**config.mk**
```make
export PLATFORM = sky130hd
export DESIGN_NAME = clock_calendar
export DESIGN_NICKNAME = d
export VERILOG_FILES = /design/src/verilog/clock_cal_pkg.sv /design/src/verilog/clock_calendar.sv /design/src/verilog/date_counter.sv /design/src/verilog/seg_display.sv /design/src/verilog/set_mode_fsm.sv /design/src/verilog/tick_timer.sv /design/src/verilog/time_counter.sv
export VERILOG_INCLUDE_DIRS = /design/src /design/src/verilog
export SDC_FILE = /design/constraint.sdc
export NUM_CORES = 1
export LEC_CHECK = 0
export BUFFER_PORTS_ARGS = -buffer_cell sky130_fd_sc_hd__buf_2
export CAP_MARGIN = 25
export CORE_MARGIN = 2
export CORE_UTILIZATION = 63
export CTS_CLUSTER_SIZE = 12
export DETAILED_ROUTE_END_ITERATION = 12
export GPL_TIMING_DRIVEN = 0
export PLACE_DENSITY = 0.82
export SYNTH_ARGS = -nofsm -noshare
export SYNTH_HDL_FRONTEND = slang
export SYNTH_HIERARCHICAL = 1
export SYNTH_SLANG_ARGS = --single-unit
```
**constraint.sdc**
```tcl
create_clock -name clk -period 4.1 [get_ports clk]
set_input_delay 0.615 -clock clk [delete_from_list [all_inputs] [get_ports clk]]
set_output_delay 0.615 -clock clk [all_outputs]
set_load 0.02 [all_outputs]
```
**src/verilog/clock_cal_cfg.svh**
```systemverilog
`ifndef CLOCK_CAL_CFG_SVH
`define CLOCK_CAL_CFG_SVH

// tick timer limits, counted in clock cycles minus one
`define CLK_SEC_LIMIT    49_999_999 // 1 s at 50 MHz
`define CLK_CHANGE_LIMIT 24_999_999 // mode step while change is held
`define CLK_REPEAT_LIMIT 12_499_999 // up/down repeat rate

// wide enough for the largest limit above
`define CLK_TIMER_W 26

// year loaded at reset, four bcd digits
`define CLK_RESET_YEAR 16'h2024

`endif

```
**src/verilog/clock_cal_pkg.sv**
```systemverilog
package clock_cal_pkg;

	typedef logic [3:0] bcd_t;

	// run or the field being set
	typedef enum logic [1:0] {
		MODE_RUN,
		MODE_SEC,
		MODE_MIN,
		MODE_HOUR
	} set_mode_e;

	typedef struct packed {
		bcd_t hour_tens;
		bcd_t hour_ones;
		bcd_t min_tens;
		bcd_t min_ones;
		bcd_t sec_tens;
		bcd_t sec_ones;
	} time_bcd_t;

	typedef struct packed {
		bcd_t day_tens;
		bcd_t day_ones;
		bcd_t mon_tens;
		bcd_t mon_ones;
		bcd_t year3;
		bcd_t year2;
		bcd_t year1;
		bcd_t year0;
	} date_bcd_t;

	typedef struct packed {
		logic up;   // one-cycle step pulses
		logic down;
	} adjust_t;

	typedef logic [6:0] seg_t;        // gfedcba, low lights the segment
	typedef seg_t [7:0] seg_bank_t;   // [7] is the leftmost digit

	typedef struct packed {
		logic led_hour;
		logic led_min;
		logic led_sec;
	} mode_leds_t;

endpackage

```
**src/verilog/clock_calendar.sv**
```systemverilog
`timescale 1ns/1ns
`include "clock_cal_cfg.svh"

module clock_calendar #(
	parameter logic [`CLK_TIMER_W-1:0] sec_limit    = `CLK_SEC_LIMIT,
	parameter logic [`CLK_TIMER_W-1:0] change_limit = `CLK_CHANGE_LIMIT,
	parameter logic [`CLK_TIMER_W-1:0] repeat_limit = `CLK_REPEAT_LIMIT
) (
	input  logic                      clk,
	input  logic                      rst_n,
	input  logic                      sw_mode,    // 1 shows the calendar
	input  logic                      btn_change, // buttons read 0 while pressed
	input  logic                      btn_up,
	input  logic                      btn_down,
	output clock_cal_pkg::seg_bank_t  seg,
	output clock_cal_pkg::mode_leds_t leds
);
	logic                     sec_tick;
	logic                     change_pulse;
	clock_cal_pkg::adjust_t   raw_adjust;
	clock_cal_pkg::adjust_t   adjust;
	clock_cal_pkg::set_mode_e mode;
	clock_cal_pkg::time_bcd_t time_now;
	clock_cal_pkg::date_bcd_t date_now;
	logic                     day_rollover;

	tick_timer #(.limit(sec_limit)) sec_timer_inst (
		.clk(clk), .rst_n(rst_n), .en(1'b1), .pulse(sec_tick));

	// holding a button repeats its pulse at the timer rate
	tick_timer #(.limit(change_limit)) change_timer_inst (
		.clk(clk), .rst_n(rst_n), .en(~btn_change), .pulse(change_pulse));
	tick_timer #(.limit(repeat_limit)) up_timer_inst (
		.clk(clk), .rst_n(rst_n), .en(~btn_up), .pulse(raw_adjust.up));
	tick_timer #(.limit(repeat_limit)) down_timer_inst (
		.clk(clk), .rst_n(rst_n), .en(~btn_down), .pulse(raw_adjust.down));

	set_mode_fsm set_mode_fsm_inst (
		.clk(clk), .rst_n(rst_n), .change(change_pulse), .sw_mode(sw_mode),
		.raw_adjust(raw_adjust), .mode(mode), .adjust(adjust), .leds(leds));

	time_counter time_counter_inst (
		.clk(clk), .rst_n(rst_n), .tick(sec_tick), .mode(mode), .adjust(adjust),
		.time_now(time_now), .day_rollover(day_rollover));

	date_counter date_counter_inst (
		.clk(clk), .rst_n(rst_n), .day_rollover(day_rollover), .date_now(date_now));

	seg_display seg_display_inst (
		.sw_mode(sw_mode), .time_now(time_now), .date_now(date_now), .seg(seg));

endmodule

```
**src/verilog/date_counter.sv**
```systemverilog
`timescale 1ns/1ns
`include "clock_cal_cfg.svh"

module date_counter (
	input  logic                     clk,
	input  logic                     rst_n,
	input  logic                     day_rollover,
	output clock_cal_pkg::date_bcd_t date_now
);
	logic [7:0]  day_f;
	logic [7:0]  mon_f;
	logic [15:0] year_f;
	logic [7:0]  last_day;
	logic        leap;

	// two bcd digits as a number divisible by 4
	function automatic logic div4(input logic [7:0] val);
		if (val[4])
			return (val[3:0] == 4'd2) || (val[3:0] == 4'd6); // odd tens
		else
			return (val[3:0] == 4'd0) || (val[3:0] == 4'd4) || (val[3:0] == 4'd8);
	endfunction

	function automatic logic [7:0] inc2(input logic [7:0] val);
		if (val[3:0] == 4'd9)
			return {val[7:4] + 4'd1, 4'd0};
		else
			return {val[7:4], val[3:0] + 4'd1};
	endfunction

	// four-digit carry chain, 9999 wraps to 0000
	function automatic logic [15:0] inc_year(input logic [15:0] y);
		logic [15:0] res;
		logic        carry;
		res = y;
		carry = 1'b1;
		for (int i = 0; i < 4; i++)
		begin
			if (carry)
			begin
				if (res[i*4 +: 4] == 4'd9)
					res[i*4 +: 4] = 4'd0;
				else
				begin
					res[i*4 +: 4] = res[i*4 +: 4] + 4'd1;
					carry = 1'b0;
				end
			end
		end
		return res;
	endfunction

	assign day_f  = {date_now.day_tens, date_now.day_ones};
	assign mon_f  = {date_now.mon_tens, date_now.mon_ones};
	assign year_f = {date_now.year3, date_now.year2, date_now.year1, date_now.year0};

	// xx00 years are leap only when the century is divisible by 4
	assign leap = (year_f[7:0] == 8'h00) ? div4(year_f[15:8]) : div4(year_f[7:0]);

	always_comb
	begin
		case (mon_f)
			8'h02:                      last_day = leap ? 8'h29 : 8'h28;
			8'h04, 8'h06, 8'h09, 8'h11: last_day = 8'h30;
			default:                    last_day = 8'h31;
		endcase
	end

	always_ff @(posedge clk or negedge rst_n)
	begin
		if (!rst_n)
			date_now <= {8'h01, 8'h01, `CLK_RESET_YEAR};
		else if (day_rollover)
		begin
			if (day_f != last_day)
				{date_now.day_tens, date_now.day_ones} <= inc2(day_f);
			else if (mon_f != 8'h12)
				date_now <= {8'h01, inc2(mon_f), year_f};
			else
				date_now <= {8'h01, 8'h01, inc_year(year_f)}; // new year
		end
	end

endmodule

```
**src/verilog/seg_display.sv**
```systemverilog
`timescale 1ns/1ns

module seg_display (
	input  logic                     sw_mode,
	input  clock_cal_pkg::time_bcd_t time_now,
	input  clock_cal_pkg::date_bcd_t date_now,
	output clock_cal_pkg::seg_bank_t seg
);
	clock_cal_pkg::bcd_t [7:0] digits; // [7] leftmost

	function automatic clock_cal_pkg::seg_t decode(input clock_cal_pkg::bcd_t d);
		case (d)
			4'd0:    return 7'b1000000;
			4'd1:    return 7'b1111001;
			4'd2:    return 7'b0100100;
			4'd3:    return 7'b0110000;
			4'd4:    return 7'b0011001;
			4'd5:    return 7'b0010010;
			4'd6:    return 7'b0000010;
			4'd7:    return 7'b1111000;
			4'd8:    return 7'b0000000;
			4'd9:    return 7'b0010000;
			default: return 7'b1111111; // blank
		endcase
	endfunction

	// dd mm yyyy, or hh mm ss with two blank digits
	always_comb
	begin
		if (sw_mode)
			digits = date_now;
		else
			digits = {time_now, 4'hf, 4'hf};
	end

	always_comb
	begin
		for (int i = 0; i < 8; i++)
			seg[i] = decode(digits[i]);
	end

endmodule

```
**src/verilog/set_mode_fsm.sv**
```systemverilog
`timescale 1ns/1ns

module set_mode_fsm (
	input  logic                      clk,
	input  logic                      rst_n,
	input  logic                      change,
	input  logic                      sw_mode,
	input  clock_cal_pkg::adjust_t    raw_adjust,
	output clock_cal_pkg::set_mode_e  mode,
	output clock_cal_pkg::adjust_t    adjust,
	output clock_cal_pkg::mode_leds_t leds
);
	clock_cal_pkg::set_mode_e mode_next;

	// run -> sec -> min -> hour -> run
	always_comb
	begin
		case (mode)
			clock_cal_pkg::MODE_RUN:  mode_next = clock_cal_pkg::MODE_SEC;
			clock_cal_pkg::MODE_SEC:  mode_next = clock_cal_pkg::MODE_MIN;
			clock_cal_pkg::MODE_MIN:  mode_next = clock_cal_pkg::MODE_HOUR;
			clock_cal_pkg::MODE_HOUR: mode_next = clock_cal_pkg::MODE_RUN;
			default:                  mode_next = clock_cal_pkg::MODE_RUN;
		endcase
	end

	always_ff @(posedge clk or negedge rst_n)
	begin
		if (!rst_n)
			mode <= clock_cal_pkg::MODE_RUN;
		else if (change)
			mode <= mode_next;
	end

	// one led per set mode, all dark while running
	assign leds.led_sec  = (mode == clock_cal_pkg::MODE_SEC);
	assign leds.led_min  = (mode == clock_cal_pkg::MODE_MIN);
	assign leds.led_hour = (mode == clock_cal_pkg::MODE_HOUR);

	// buttons only touch the time while the clock view is up
	assign adjust = sw_mode ? '0 : raw_adjust;

endmodule

```
**src/verilog/tick_timer.sv**
```systemverilog
`timescale 1ns/1ns
`include "clock_cal_cfg.svh"

module tick_timer #(
	parameter logic [`CLK_TIMER_W-1:0] limit = `CLK_SEC_LIMIT
) (
	input  logic clk,
	input  logic rst_n,
	input  logic en,
	output logic pulse
);
	logic [`CLK_TIMER_W-1:0] count;

	// wrap is unconditional so a pulse never lingers past one cycle
	always_ff @(posedge clk or negedge rst_n)
	begin
		if (!rst_n)
			count <= '0;
		else if (count == limit)
			count <= '0;
		else if (en)
			count <= count + 1'b1; // holds its value while released
	end

	assign pulse = (count == limit);

endmodule

```
**src/verilog/time_counter.sv**
```systemverilog
`timescale 1ns/1ns

module time_counter (
	input  logic                     clk,
	input  logic                     rst_n,
	input  logic                     tick,
	input  clock_cal_pkg::set_mode_e mode,
	input  clock_cal_pkg::adjust_t   adjust,
	output clock_cal_pkg::time_bcd_t time_now,
	output logic                     day_rollover
);
	// two-digit fields as {tens, ones}
	logic [7:0] sec_f;
	logic [7:0] min_f;
	logic [7:0] hour_f;

	// next value of a bcd field, max wraps to 00
	function automatic logic [7:0] step_up(input logic [7:0] val, input logic [7:0] max);
		logic [7:0] res;
		if (val == max)
			res = 8'h00;
		else if (val[3:0] == 4'd9)
			res = {val[7:4] + 4'd1, 4'd0};
		else
			res = {val[7:4], val[3:0] + 4'd1};
		return res;
	endfunction

	// previous value, 00 wraps to max
	function automatic logic [7:0] step_down(input logic [7:0] val, input logic [7:0] max);
		logic [7:0] res;
		if (val == 8'h00)
			res = max;
		else if (val[3:0] == 4'd0)
			res = {val[7:4] - 4'd1, 4'd9};
		else
			res = {val[7:4], val[3:0] - 4'd1};
		return res;
	endfunction

	// up wins when both buttons step together
	function automatic logic [7:0] set_step(input logic [7:0] val, input logic [7:0] max,
			input clock_cal_pkg::adjust_t adj);
		logic [7:0] res;
		if (adj.up)
			res = step_up(val, max);
		else if (adj.down)
			res = step_down(val, max);
		else
			res = val;
		return res;
	endfunction

	assign sec_f  = {time_now.sec_tens, time_now.sec_ones};
	assign min_f  = {time_now.min_tens, time_now.min_ones};
	assign hour_f = {time_now.hour_tens, time_now.hour_ones};

	always_ff @(posedge clk or negedge rst_n)
	begin
		if (!rst_n)
			time_now <= '0;
		else
		begin
			case (mode)
				clock_cal_pkg::MODE_RUN:
					if (tick)
					begin
						{time_now.sec_tens, time_now.sec_ones} <= step_up(sec_f, 8'h59);
						if (sec_f == 8'h59)
						begin
							{time_now.min_tens, time_now.min_ones} <= step_up(min_f, 8'h59);
							if (min_f == 8'h59) // carry into hours
								{time_now.hour_tens, time_now.hour_ones} <= step_up(hour_f, 8'h23);
						end
					end
				clock_cal_pkg::MODE_SEC:
					{time_now.sec_tens, time_now.sec_ones} <= set_step(sec_f, 8'h59, adjust);
				clock_cal_pkg::MODE_MIN:
					{time_now.min_tens, time_now.min_ones} <= set_step(min_f, 8'h59, adjust);
				clock_cal_pkg::MODE_HOUR:
					{time_now.hour_tens, time_now.hour_ones} <= set_step(hour_f, 8'h23, adjust);
			endcase
		end
	end

	// same edge that wraps 23:59:59 to midnight
	assign day_rollover = tick && (mode == clock_cal_pkg::MODE_RUN) && (time_now == 24'h235959);

endmodule
```
==> flow_summary.json, run 1 <==
{
  "grt_pass1_wl_um": 44200,
  "seqPwrFrac": 0.488,
  "post_cts_resized": 0,
  "relSlewSlack": 0.350,
  "cp_data_arrival_time_ns": 4.21,
  "ys_ff_latch": 162,
  "overflow": 0,
  "drc": 0,
  "yosys.cell_types.count": 106,
  "initial_core_util": 0.638,
  "dr_total_vias": 10200,
  "yosysWarnings": 6,
  "routed_via_density": 6.23,
  "fin_ws_ns": 0.249,
  "synthSimpleGateAreaFrac": 0.257,
  "synth-main-ff-cell": "dfrtp_1",
  "antenna_found_initial": 0,
  "netlist_area_sq_mm": 0.0119,
  "dp_slack_ns": 0.125,
  "syn_inst": 1308,
  "insertion_delay_ns": 0.43,
  "core-area_sq_mm": 0.0186,
  "crit_type": "flip-flop to flip-flop",
  "synth_top_family_by_area": "simple AND/OR/NAND/NOR gates",
  "synth_compound_area_frac": 0.153,
  "required_ns": 4.46,
  "period_needed_ns": 3.85,
  "rsz0062_at_grt": "no",
  "cts_tree": "built",
  "p_leak_nw": 5.87,
  "hold_viol": 0,
  "ctsLongestPathBuffers": 2,
  "die_area_sq_mm": 0.0199,
  "holdBufCountCts": 0,
  "endpoint_kind": "flip-flop",
  "period_share": 0.939,
  "hpwlAfterDp_um": 18500,
  "dp.cells": 1607,
  "internal_power_mw": 2.77,
  "power.density_mw_per_mm2": 300,
  "final_cells": 1639,
  "fin_nets": 1470,
  "cts_buffers": 17,
  "port_buffers": 64,
  "status": "finished, final reports clean",
  "irDropWorstVdd_v": 0.000341,
  "cts_setup_buffers": 0,
  "syn_avg_cell_area_sq_um": 9.07,
  "gp_congestion": 0.888,
  "fp.dieW_um": 141,
  "holdWs_ns": 0.0815,
  "async_flop_share": 1.00,
  "ys_seq_area_frac": 0.342,
  "p_switching_mw": 1.15,
  "fmax_mhz": 260,
  "startpoint": "sec_timer_inst/count[9]",
  "netSwitchingFraction": 0.293,
  "clkSinkCount": 162,
  "r2r-start": "sec_timer_inst/count[9]",
  "die_h_um": 141,
  "finClkSkew_ns": 0.00859,
  "ctsRootBufferMaster": "clkbuf_16",
  "detail-route-antenna-nets": 0,
  "setup-tns-final_ns": 0,
  "yosys.area.top_type": "dfrtp_1",
  "synthMuxAreaShare": 0.0536,
  "maxCapViolations": 0,
  "io_pins": 65,
  "clkPwrFrac": 0.386,
  "drtIter0Drc": 698,
  "tightestPinTransition_ns": 0.968,
  "synth_edf_count": 0,
  "area.growth.synth_to_final_pct": 10.3,
  "crit_path_max_fanout": 7,
  "grt_usage": 0.265,
  "slew_viol_final": 0,
  "combinationalPowerShare": 0.126,
  "setup_viol": 0,
  "grt_max_degree": 116,
  "diodes": 0,
  "drtPass1Iterations": 6,
  "post_drt_wl_per_cell_um": 15.7,
  "synth_top_area_share": 0.331,
  "num_rows": 50,
  "synthTopCellsByArea": "dfrtp_1 (33%), ha_1 (7.6%), nor2_1 (4.2%)",
  "cts.clk_slew.worst_paths_ns": 0.07,
  "synth_fp_nets": 1386,
  "htreeDepth": 4,
  "synth_fa_ha_area_frac": 0.0760,
  "routed_wl_um": 25800,
  "hold_path.class": "input port to async pin",
  "grt_pass1_vias": 9525,
  "crit_path_start_kind": "flip-flop",
  "drive_gt1_frac": 0.165,
  "synthXorXnorAreaFrac": 0.0716
}
==> area by class of cell <==
class	instances	area (sq um)
Timing Repair Buffer	65	358
Clock inverter	12	96.3
Inverter	55	206
Clock buffer	20	467
Sequential cell	162	4060
Buffer	50	338
Multi-Input combinational cell	1041	7260
Fill cell	1436	5500
Tap cell	234	293
==> critical path: stages (launching register included) <==
cell	delay (ns)
dfrtp_1	0.47
nor4bb_1	0.30
nand4b_1	0.26
nor4_2	0.37
or3b_2	0.49
nor3_1	0.36
nand3_1	0.19
a21o_2	0.26
nor4_1	0.45
a21boi_2	0.27
mux2_2	0.35
==> power by group through the flow <==
stage	clock network, mW	registers (mW)	logic [mW]
4_1_cts	1.54	1.91	0.497
2_1_floorplan	0	1.90	0.361
3_3_place_gp	0	1.93	0.468
6_report	1.51	1.91	0.494
3_5_place_dp	0	1.94	0.494
5_1_grt	1.61	1.93	0.562
==> synthesized netlist by cell type, types with 7 or more instances <==
cell type,count
buf_2,16
nor2_1,134
nor3b_1,11
mux2i_1,35
and3_2,7
inv_1,55
a31oi_1,17
mux2_2,18
dfrtp_1,157
nand3b_1,9
nand4_1,46
and2_1,8
xnor2_1,54
ha_1,72
nor4_1,27
a21oi_1,71
o21ai_0,70
clkbuf_1,16
nand2_1,98
nand3_1,49
or3_1,11
xor2_1,43
a22oi_1,11
nor2b_1,10
and3_1,23
nor3_1,38
o211ai_1,11
nand2b_1,12
buf_6,14
==> placed cells by master, fill, tap and decap left out, types with 6 or more instances in the layout <==
master	instances
a211oi_1	6
clkbuf_1	16
nor4_1	26
o211ai_1	11
nor3b_1	11
buf_2	79
nand2_1	98
nand3b_1	9
o31ai_1	6
a31oi_1	17
mux2_2	18
xnor2_1	54
clkbuf_16	17
dfrtp_1	157
o21ai_0	70
ha_1	72
a21oi_1	71
or2_2	6
nand4_1	46
a211o_1	6
nand3_1	49
or3_1	11
and3_2	7
nor3_1	38
a22oi_1	11
o2111ai_1	6
nor2_1	134
inv_1	55
mux2i_1	35
nand2b_1	12
buf_6	14
and2_1	8
and3_1	23
xor2_1	43
nor2b_1	10
==> kinds of logic (layout without fill, tap and decap cells) <==
family	Yosys count	in the layout
adders and majority gates	72	72
other	1	1
buffers and inverters	105	202
muxes	58	58
xor gates and xnor gates	97	97
AOI/OAI and AO/OA	269	269
and+or+nand+nor	544	544
DFF	162	162
==> final timing paths <==
path / endpoint / slack, ns / depth (start not counted)
max: date_counter_inst/date_now[13] / 0.25 / 10
min reg2reg: up_timer_inst/count[23] / 0.47 / 1
min: change_timer_inst/count[14] / 0.08 / 1
max in group asynchronous: date_counter_inst/date_now[9] / 3.12 / 2
max reg2reg: date_counter_inst/date_now[13] / 0.25 / 10
min in group clk: up_timer_inst/count[23] / 0.47 / 1
==> metal layers <==
layer | GRT usage | part of all wire
met5 | 0 | 0
met4 | 0.0784 | 0.018
met3 | 0.0448 | 0.053
met2 | 0.439 | 0.49
met1 | 0.360 | 0.44
==> registers in the layout, summed over array words and instances (netlist names) <==
| register | count |
|---|---|
| date_counter_inst/date_now | 32 |
| change_timer_inst/count | 26 |
| down_timer_inst/count | 26 |
| sec_timer_inst/count | 26 |
| up_timer_inst/count | 26 |
| time_counter_inst/time_now | 24 |
| set_mode_fsm_inst/mode | 2 |
==> through the flow <==
step,total power [mW],instance area [sq um],util
global route,4.11,13100,0.704
finish,3.92,13100,0.704
global placement,2.40,12500,0.671
CTS,3.95,13100,0.704
detailed placement,2.43,12500,0.673
floorplan,2.26,11900,-
Note: power is estimated with default switching activity, not from simulation.
==> run 2: changes to the inputs <==
--- a/config.mk
+++ b/config.mk
@@ -14,6 +14,7 @@
 export DETAILED_ROUTE_END_ITERATION = 12
 export GPL_TIMING_DRIVEN = 0
 export PLACE_DENSITY = 0.82
+export REMOVE_ABC_BUFFERS = 1
 export SYNTH_ARGS = -nofsm -noshare
 export SYNTH_HDL_FRONTEND = slang
 export SYNTH_HIERARCHICAL = 1
==> run 2 against run 1 <==
Effect of this change:
- die area unchanged
- critical path type unchanged
- sequential share of layout area rose by 0.63 points
- total power decreased by 0.68%
- non-clock buffer count fell by 44
==> flow_summary.json, run 2 (synthesized netlist as in run 1, its figures left out) <==
{
  "status": "finished, final reports clean",
  "ctsRootBufferMaster": "clkbuf_16",
  "r2r-start": "sec_timer_inst/count[9]",
  "antenna_found_initial": 0,
  "reg2reg_to": "date_counter_inst/date_now[13]",
  "overflow": 0,
  "dp_slack_ns": -0.398,
  "setup-tns-final_ns": 0,
  "die_area_sq_mm": 0.0199,
  "drive_gt1_frac": 0.151,
  "grt_usage": 0.267,
  "fmax_mhz": 260,
  "relSlewSlack": 0.334,
  "hold_path.class": "input port to async pin",
  "initial_core_util": 0.638,
  "die_h_um": 141,
  "period_share": 0.939,
  "tightestPinTransition_ns": 0.999,
  "crit_path_start_kind": "flip-flop",
  "routed_via_density": 6.26,
  "cts_tree": "built",
  "regToRegSetupSlack_ns": 0.25,
  "hold_viol": 0,
  "gp_congestion": 0.919,
  "io_pins": 65,
  "power.density_mw_per_mm2": 304,
  "p_leak_nw": 5.73,
  "drtIter0Drc": 686,
  "clkSinkCount": 162,
  "top_register": "date_counter_inst/date_now",
  "largest_register_ffs": 32,
  "fin_nets": 1426,
  "diodes": 0,
  "ctsLongestPathBuffers": 2,
  "period_needed_ns": 3.85,
  "holdWs_ns": 0.116,
  "required_ns": 4.46,
  "grt_pass1_vias": 9432,
  "area.growth.synth_to_final_pct": 8.10,
  "reg2regPathDepth": 11,
  "post_drt_wl_per_cell_um": 16.4,
  "drtPass1Iterations": 8,
  "slew_viol_final": 0,
  "endpoint_kind": "flip-flop",
  "maxCapViolations": 0,
  "port_buffers": 64,
  "setup_viol": 0,
  "power.total_mw": 3.89,
  "grt_max_degree": 97,
  "finClkSkew_ns": 0.0114,
  "htreeDepth": 4,
  "grt_pass1_wl_um": 44100,
  "core-area_sq_mm": 0.0186,
  "num_rows": 50,
  "multi_input_area_sq_mm": 0.00730,
  "crit_type": "flip-flop to flip-flop",
  "fp.dieW_um": 141,
  "drc": 0,
  "nFillCells": 1438,
  "hpwlAfterDp_um": 18000,
  "cp_data_arrival_time_ns": 4.21,
  "cts.clk_slew.worst_paths_ns": 0.07,
  "fin_ws_ns": 0.249,
  "layout_common_cells": "dfrtp_1 (157), nor2_1 (134), nand2_1 (98), ha_1 (72), a21oi_1 (71)",
  "layout_commonest_cell": "dfrtp_1",
  "detail-route-antenna-nets": 0,
  "seq_area_sq_mm": 0.00406,
  "insertion_delay_ns": 0.43,
  "crit_path_max_fanout": 11,
  "dr_total_vias": 9990,
  "routed_wl_um": 26100,
  "cts_buffers": 17,
  "irDropWorstVdd_v": 0.000314
}
run 2: changes by cell type in the layout (fill, tap and decap cells not counted), sizes merged:
| cell | before | now |
|---|---|---|
| buf | 98 | 71 |
| clkbuf | 37 | 19 |
| clkinv | 4 | 6 |
| inv | 60 | 58 |
| clkinvlp | 3 | 4 |
run 2: worst max-delay path: stages (launching register included):
cell and delay (ns):
dfrtp_1 0.47, nor4bb_1 0.30, nand4b_1 0.31, nor4_4 0.30, or3b_2 0.49, nor3_1 0.16
buf_4 0.21, nand3_1 0.16, a21o_2 0.27, nor4_1 0.48, a21boi_2 0.28, mux2_2 0.35
run 2: per-layer routing:
| metal | GRT usage | vias to the layer above | wire length (um) |
|---|---|---|---|
| met2 | 0.433 | 292 | 12700 |
| met4 | 0.0884 | 0 | 424 |
| met5 | 0 | - | 0 |
| met1 | 0.370 | 4816 | 11900 |
| met3 | 0.0374 | 32 | 1090 |
| li1 | - | 4850 | - |
run 2: metrics by stage:
| step | cell area, sq um | utilization | instances |
|---|---|---|---|
| global placement | 12100 | 0.653 | 1556 |
| detailed placement | 12200 | 0.656 | 1558 |
| finish | 12800 | 0.690 | 1595 |
| floorplan | 11500 | - | 1258 |
| CTS | 12800 | 0.687 | 1590 |
| global route | 12800 | 0.690 | 1595 |
run 2: worst max-delay path by stage:
stage | from | endpoint | slack [ns] | cells after the start
5_1_grt | sec_timer_inst/count[9] | date_counter_inst/date_now[13] | -0.02 | 11
4_1_cts | sec_timer_inst/count[9] | date_counter_inst/date_now[7] | 0.12 | 11
6_report | sec_timer_inst/count[9] | date_counter_inst/date_now[13] | 0.25 | 11
3_3_place_gp | sec_timer_inst/count[9] | date_counter_inst/date_now[7] | -1.10 | 10
2_1_floorplan | sec_timer_inst/count[9] | date_counter_inst/date_now[7] | -0.03 | 10
3_5_place_dp | sec_timer_inst/count[10] | date_counter_inst/date_now[7] | -0.40 | 11
run 2: area by class of cell:
type / instances / share of cell area
Clock inverter: 13 / 0.00810
Inverter: 55 / 0.0161
Multi-Input combinational cell: 1041 / 0.569
Tap cell: 234 / 0.0228
Sequential cell: 162 / 0.317
Timing Repair Buffer: 71 / 0.0315
Clock buffer: 19 / 0.0353
run 2: timing repair:
item | in CTS | in global routing
hold buffers | 0 | 0
setup buffers | 0 | 3
gates resized for setup | 3 | 2
endpoints found under the setup margin | 10 | 9
pin swaps | 0 | 0
run 2: where the power goes:
part | internal (mW) | leakage (nW) | switching [mW]
clock network | 0.815 | 0.264 | 0.686
logic | 0.197 | 3.33 | 0.278
registers | 1.73 | 2.14 | 0.184
==> run 3: changes to the inputs <==
==> constraint.sdc (replaced) <==
create_clock -name clk -period 3.9 [get_ports clk]
set_input_delay 0.585 -clock clk [delete_from_list [all_inputs] [get_ports clk]]
set_output_delay 0.585 -clock clk [all_outputs]
set_load 0.02 [all_outputs]
==> run 3 against run 2 <==
Effect of this change:
- critical path type unchanged
- flip-flop and latch count unchanged
- critical endpoint is now date_counter_inst/date_now[7]
- total power up 5.2%
- maximum frequency up 3.8%
- first-iteration DRC count up 0.87%
- die area unchanged
- highest routed layer unchanged
- via count up 0.70%
- largest power group unchanged
==> flow_summary.json, run 3 (synthesized netlist as in run 1, its figures left out) <==
{
  "p_switching_mw": 1.21,
  "period_share": 0.951,
  "slew_viol_final": 0,
  "tightestPinTransition_ns": 1.01,
  "routed_wl_um": 26200,
  "htreeDepth": 4,
  "required_ns": 4.21,
  "clkPwrFrac": 0.386,
  "grt_max_degree": 97,
  "diodes": 0,
  "die_area_sq_mm": 0.0199,
  "grt_pass1_vias": 9435,
  "port_buffers": 64,
  "cts.clk_slew.worst_paths_ns": 0.06,
  "nFillCells": 1417,
  "top_register": "date_counter_inst/date_now",
  "routed_via_density": 6.27,
  "num_rows": 50,
  "netSwitchingFraction": 0.295,
  "holdBufCountCts": 0,
  "initial_core_util": 0.638,
  "detail-route-antenna-nets": 0,
  "status": "finished, final reports clean",
  "cts_buffers": 17,
  "holdWs_ns": 0.0864,
  "hpwlAfterDp_um": 18000,
  "dr_total_vias": 10100,
  "fp.dieW_um": 141,
  "grt_pass1_wl_um": 44100,
  "drtIter0Drc": 692,
  "p_leak_nw": 5.79,
  "cp_data_arrival_time_ns": 4.02,
  "cts_tree": "built",
  "relSlewSlack": 0.329,
  "drive_gt1_frac": 0.161,
  "dp.cells": 1558,
  "gp_congestion": 0.919,
  "clkSinkCount": 162,
  "seqPwrFrac": 0.492,
  "power.density_mw_per_mm2": 317,
  "startpoint": "sec_timer_inst/count[18]",
  "die_h_um": 141,
  "finClkSkew_ns": 0.0107,
  "fin_nets": 1436,
  "reg2regPathDepth": 11,
  "endpoint_kind": "flip-flop",
  "irDropWorstVdd_v": 0.000327,
  "combinationalPowerShare": 0.122,
  "period_needed_ns": 3.71,
  "ctsLongestPathBuffers": 2,
  "post_drt_wl_per_cell_um": 16.3,
  "area.growth.synth_to_final_pct": 8.99,
  "r2r-start": "sec_timer_inst/count[18]",
  "io_pins": 65,
  "crit_type": "flip-flop to flip-flop",
  "fmax_mhz": 270,
  "rsz0062_at_grt": "no",
  "crit_path_start_kind": "flip-flop",
  "layout_commonest_cell": "dfrtp_1",
  "setup_viol": 0,
  "internal_power_mw": 2.89,
  "maxCapViolations": 0,
  "crit_path_max_fanout": 11,
  "insertion_delay_ns": 0.43,
  "hold_path.class": "input port to async pin",
  "ctsRootBufferMaster": "clkbuf_16",
  "final_core_util": 0.696,
  "antenna_found_initial": 0,
  "overflow": 0,
  "core-area_sq_mm": 0.0186,
  "largest_register_ffs": 32,
  "grt_usage": 0.266,
  "drc": 0,
  "layout_common_cells": "dfrtp_1 (155), nor2_1 (134), nand2_1 (98), ha_1 (72), a21oi_1 (71)",
  "setup-tns-final_ns": 0,
  "final_cells": 1605,
  "drtPass1Iterations": 8,
  "hold_viol": 0
}
## run 3: area by class of cell
cell class | count | area [sq um] | area share
clock buffers | 19 | 453 | 0.0350
flip-flops and latches | 162 | 4060 | 0.314
multi-input cells | 1041 | 7330 | 0.567
clock inverters | 13 | 104 | 0.00803
well taps | 234 | 293 | 0.0227
inverters | 55 | 206 | 0.0160
repair buffers | 81 | 479 | 0.0371
## run 3: layer usage
layer	up-vias	global-route usage	routed length, um
met2	301	0.433	12600
li1	4878	-	-
met1	4845	0.370	12100
met5	-	0	0
met3	36	0.0374	1090
met4	0	0.0884	437
## run 3: power by group through the flow
| stage | sequential [mW] | clock, mW | combinational [mW] |
|---|---|---|---|
| after CTS | 2.01 | 1.61 | 0.503 |
| after global routing | 2.04 | 1.67 | 0.576 |
| final | 2.02 | 1.58 | 0.500 |
| after detailed placement | 2.04 | 0 | 0.497 |
| after floorplan | 2.00 | 0 | 0.365 |
| after global placement | 2.03 | 0 | 0.470 |
## run 3: repair_timing
item	4_1_cts	5_1_grt
setup buffers	0	13
resized for setup	4	7
endpoints found under the setup margin	12	13
endpoints found under the hold margin	0	0
pin swaps	0	5
## run 3: final timing paths
kind                                                   to  slack, ns
min in group clk                  up_timer_inst/count[23]       0.47
min reg2reg                       up_timer_inst/count[23]       0.47
max in group asynchronous  date_counter_inst/date_now[16]       2.96
max reg2reg                 date_counter_inst/date_now[7]       0.19
max                         date_counter_inst/date_now[7]       0.19
min                             down_timer_inst/count[11]       0.09
## run 3: stage by stage
stage                     cell area [sq um]  setup WS [ns]  power [mW]
after detailed placement              12200         -0.598        2.54
after global routing                  12900         0.0217        4.29
final                                 12900          0.190        4.10
after CTS                             12800         0.0467        4.12
after global placement                12100          -1.30        2.50
after floorplan                       11500         -0.233        2.36
## run 3: worst max-delay path, cell delays in order (launching register included)
cell	delay, ns
dfrtp_1	0.44
nor4_1	0.30
nand4b_1	0.25
nor4_4	0.39
or3b_2	0.49
nor3_1	0.16
buf_4	0.21
nand3_1	0.16
a21oi_4	0.27
o2111ai_4	0.24
a221o_2	0.39
a221o_1	0.29
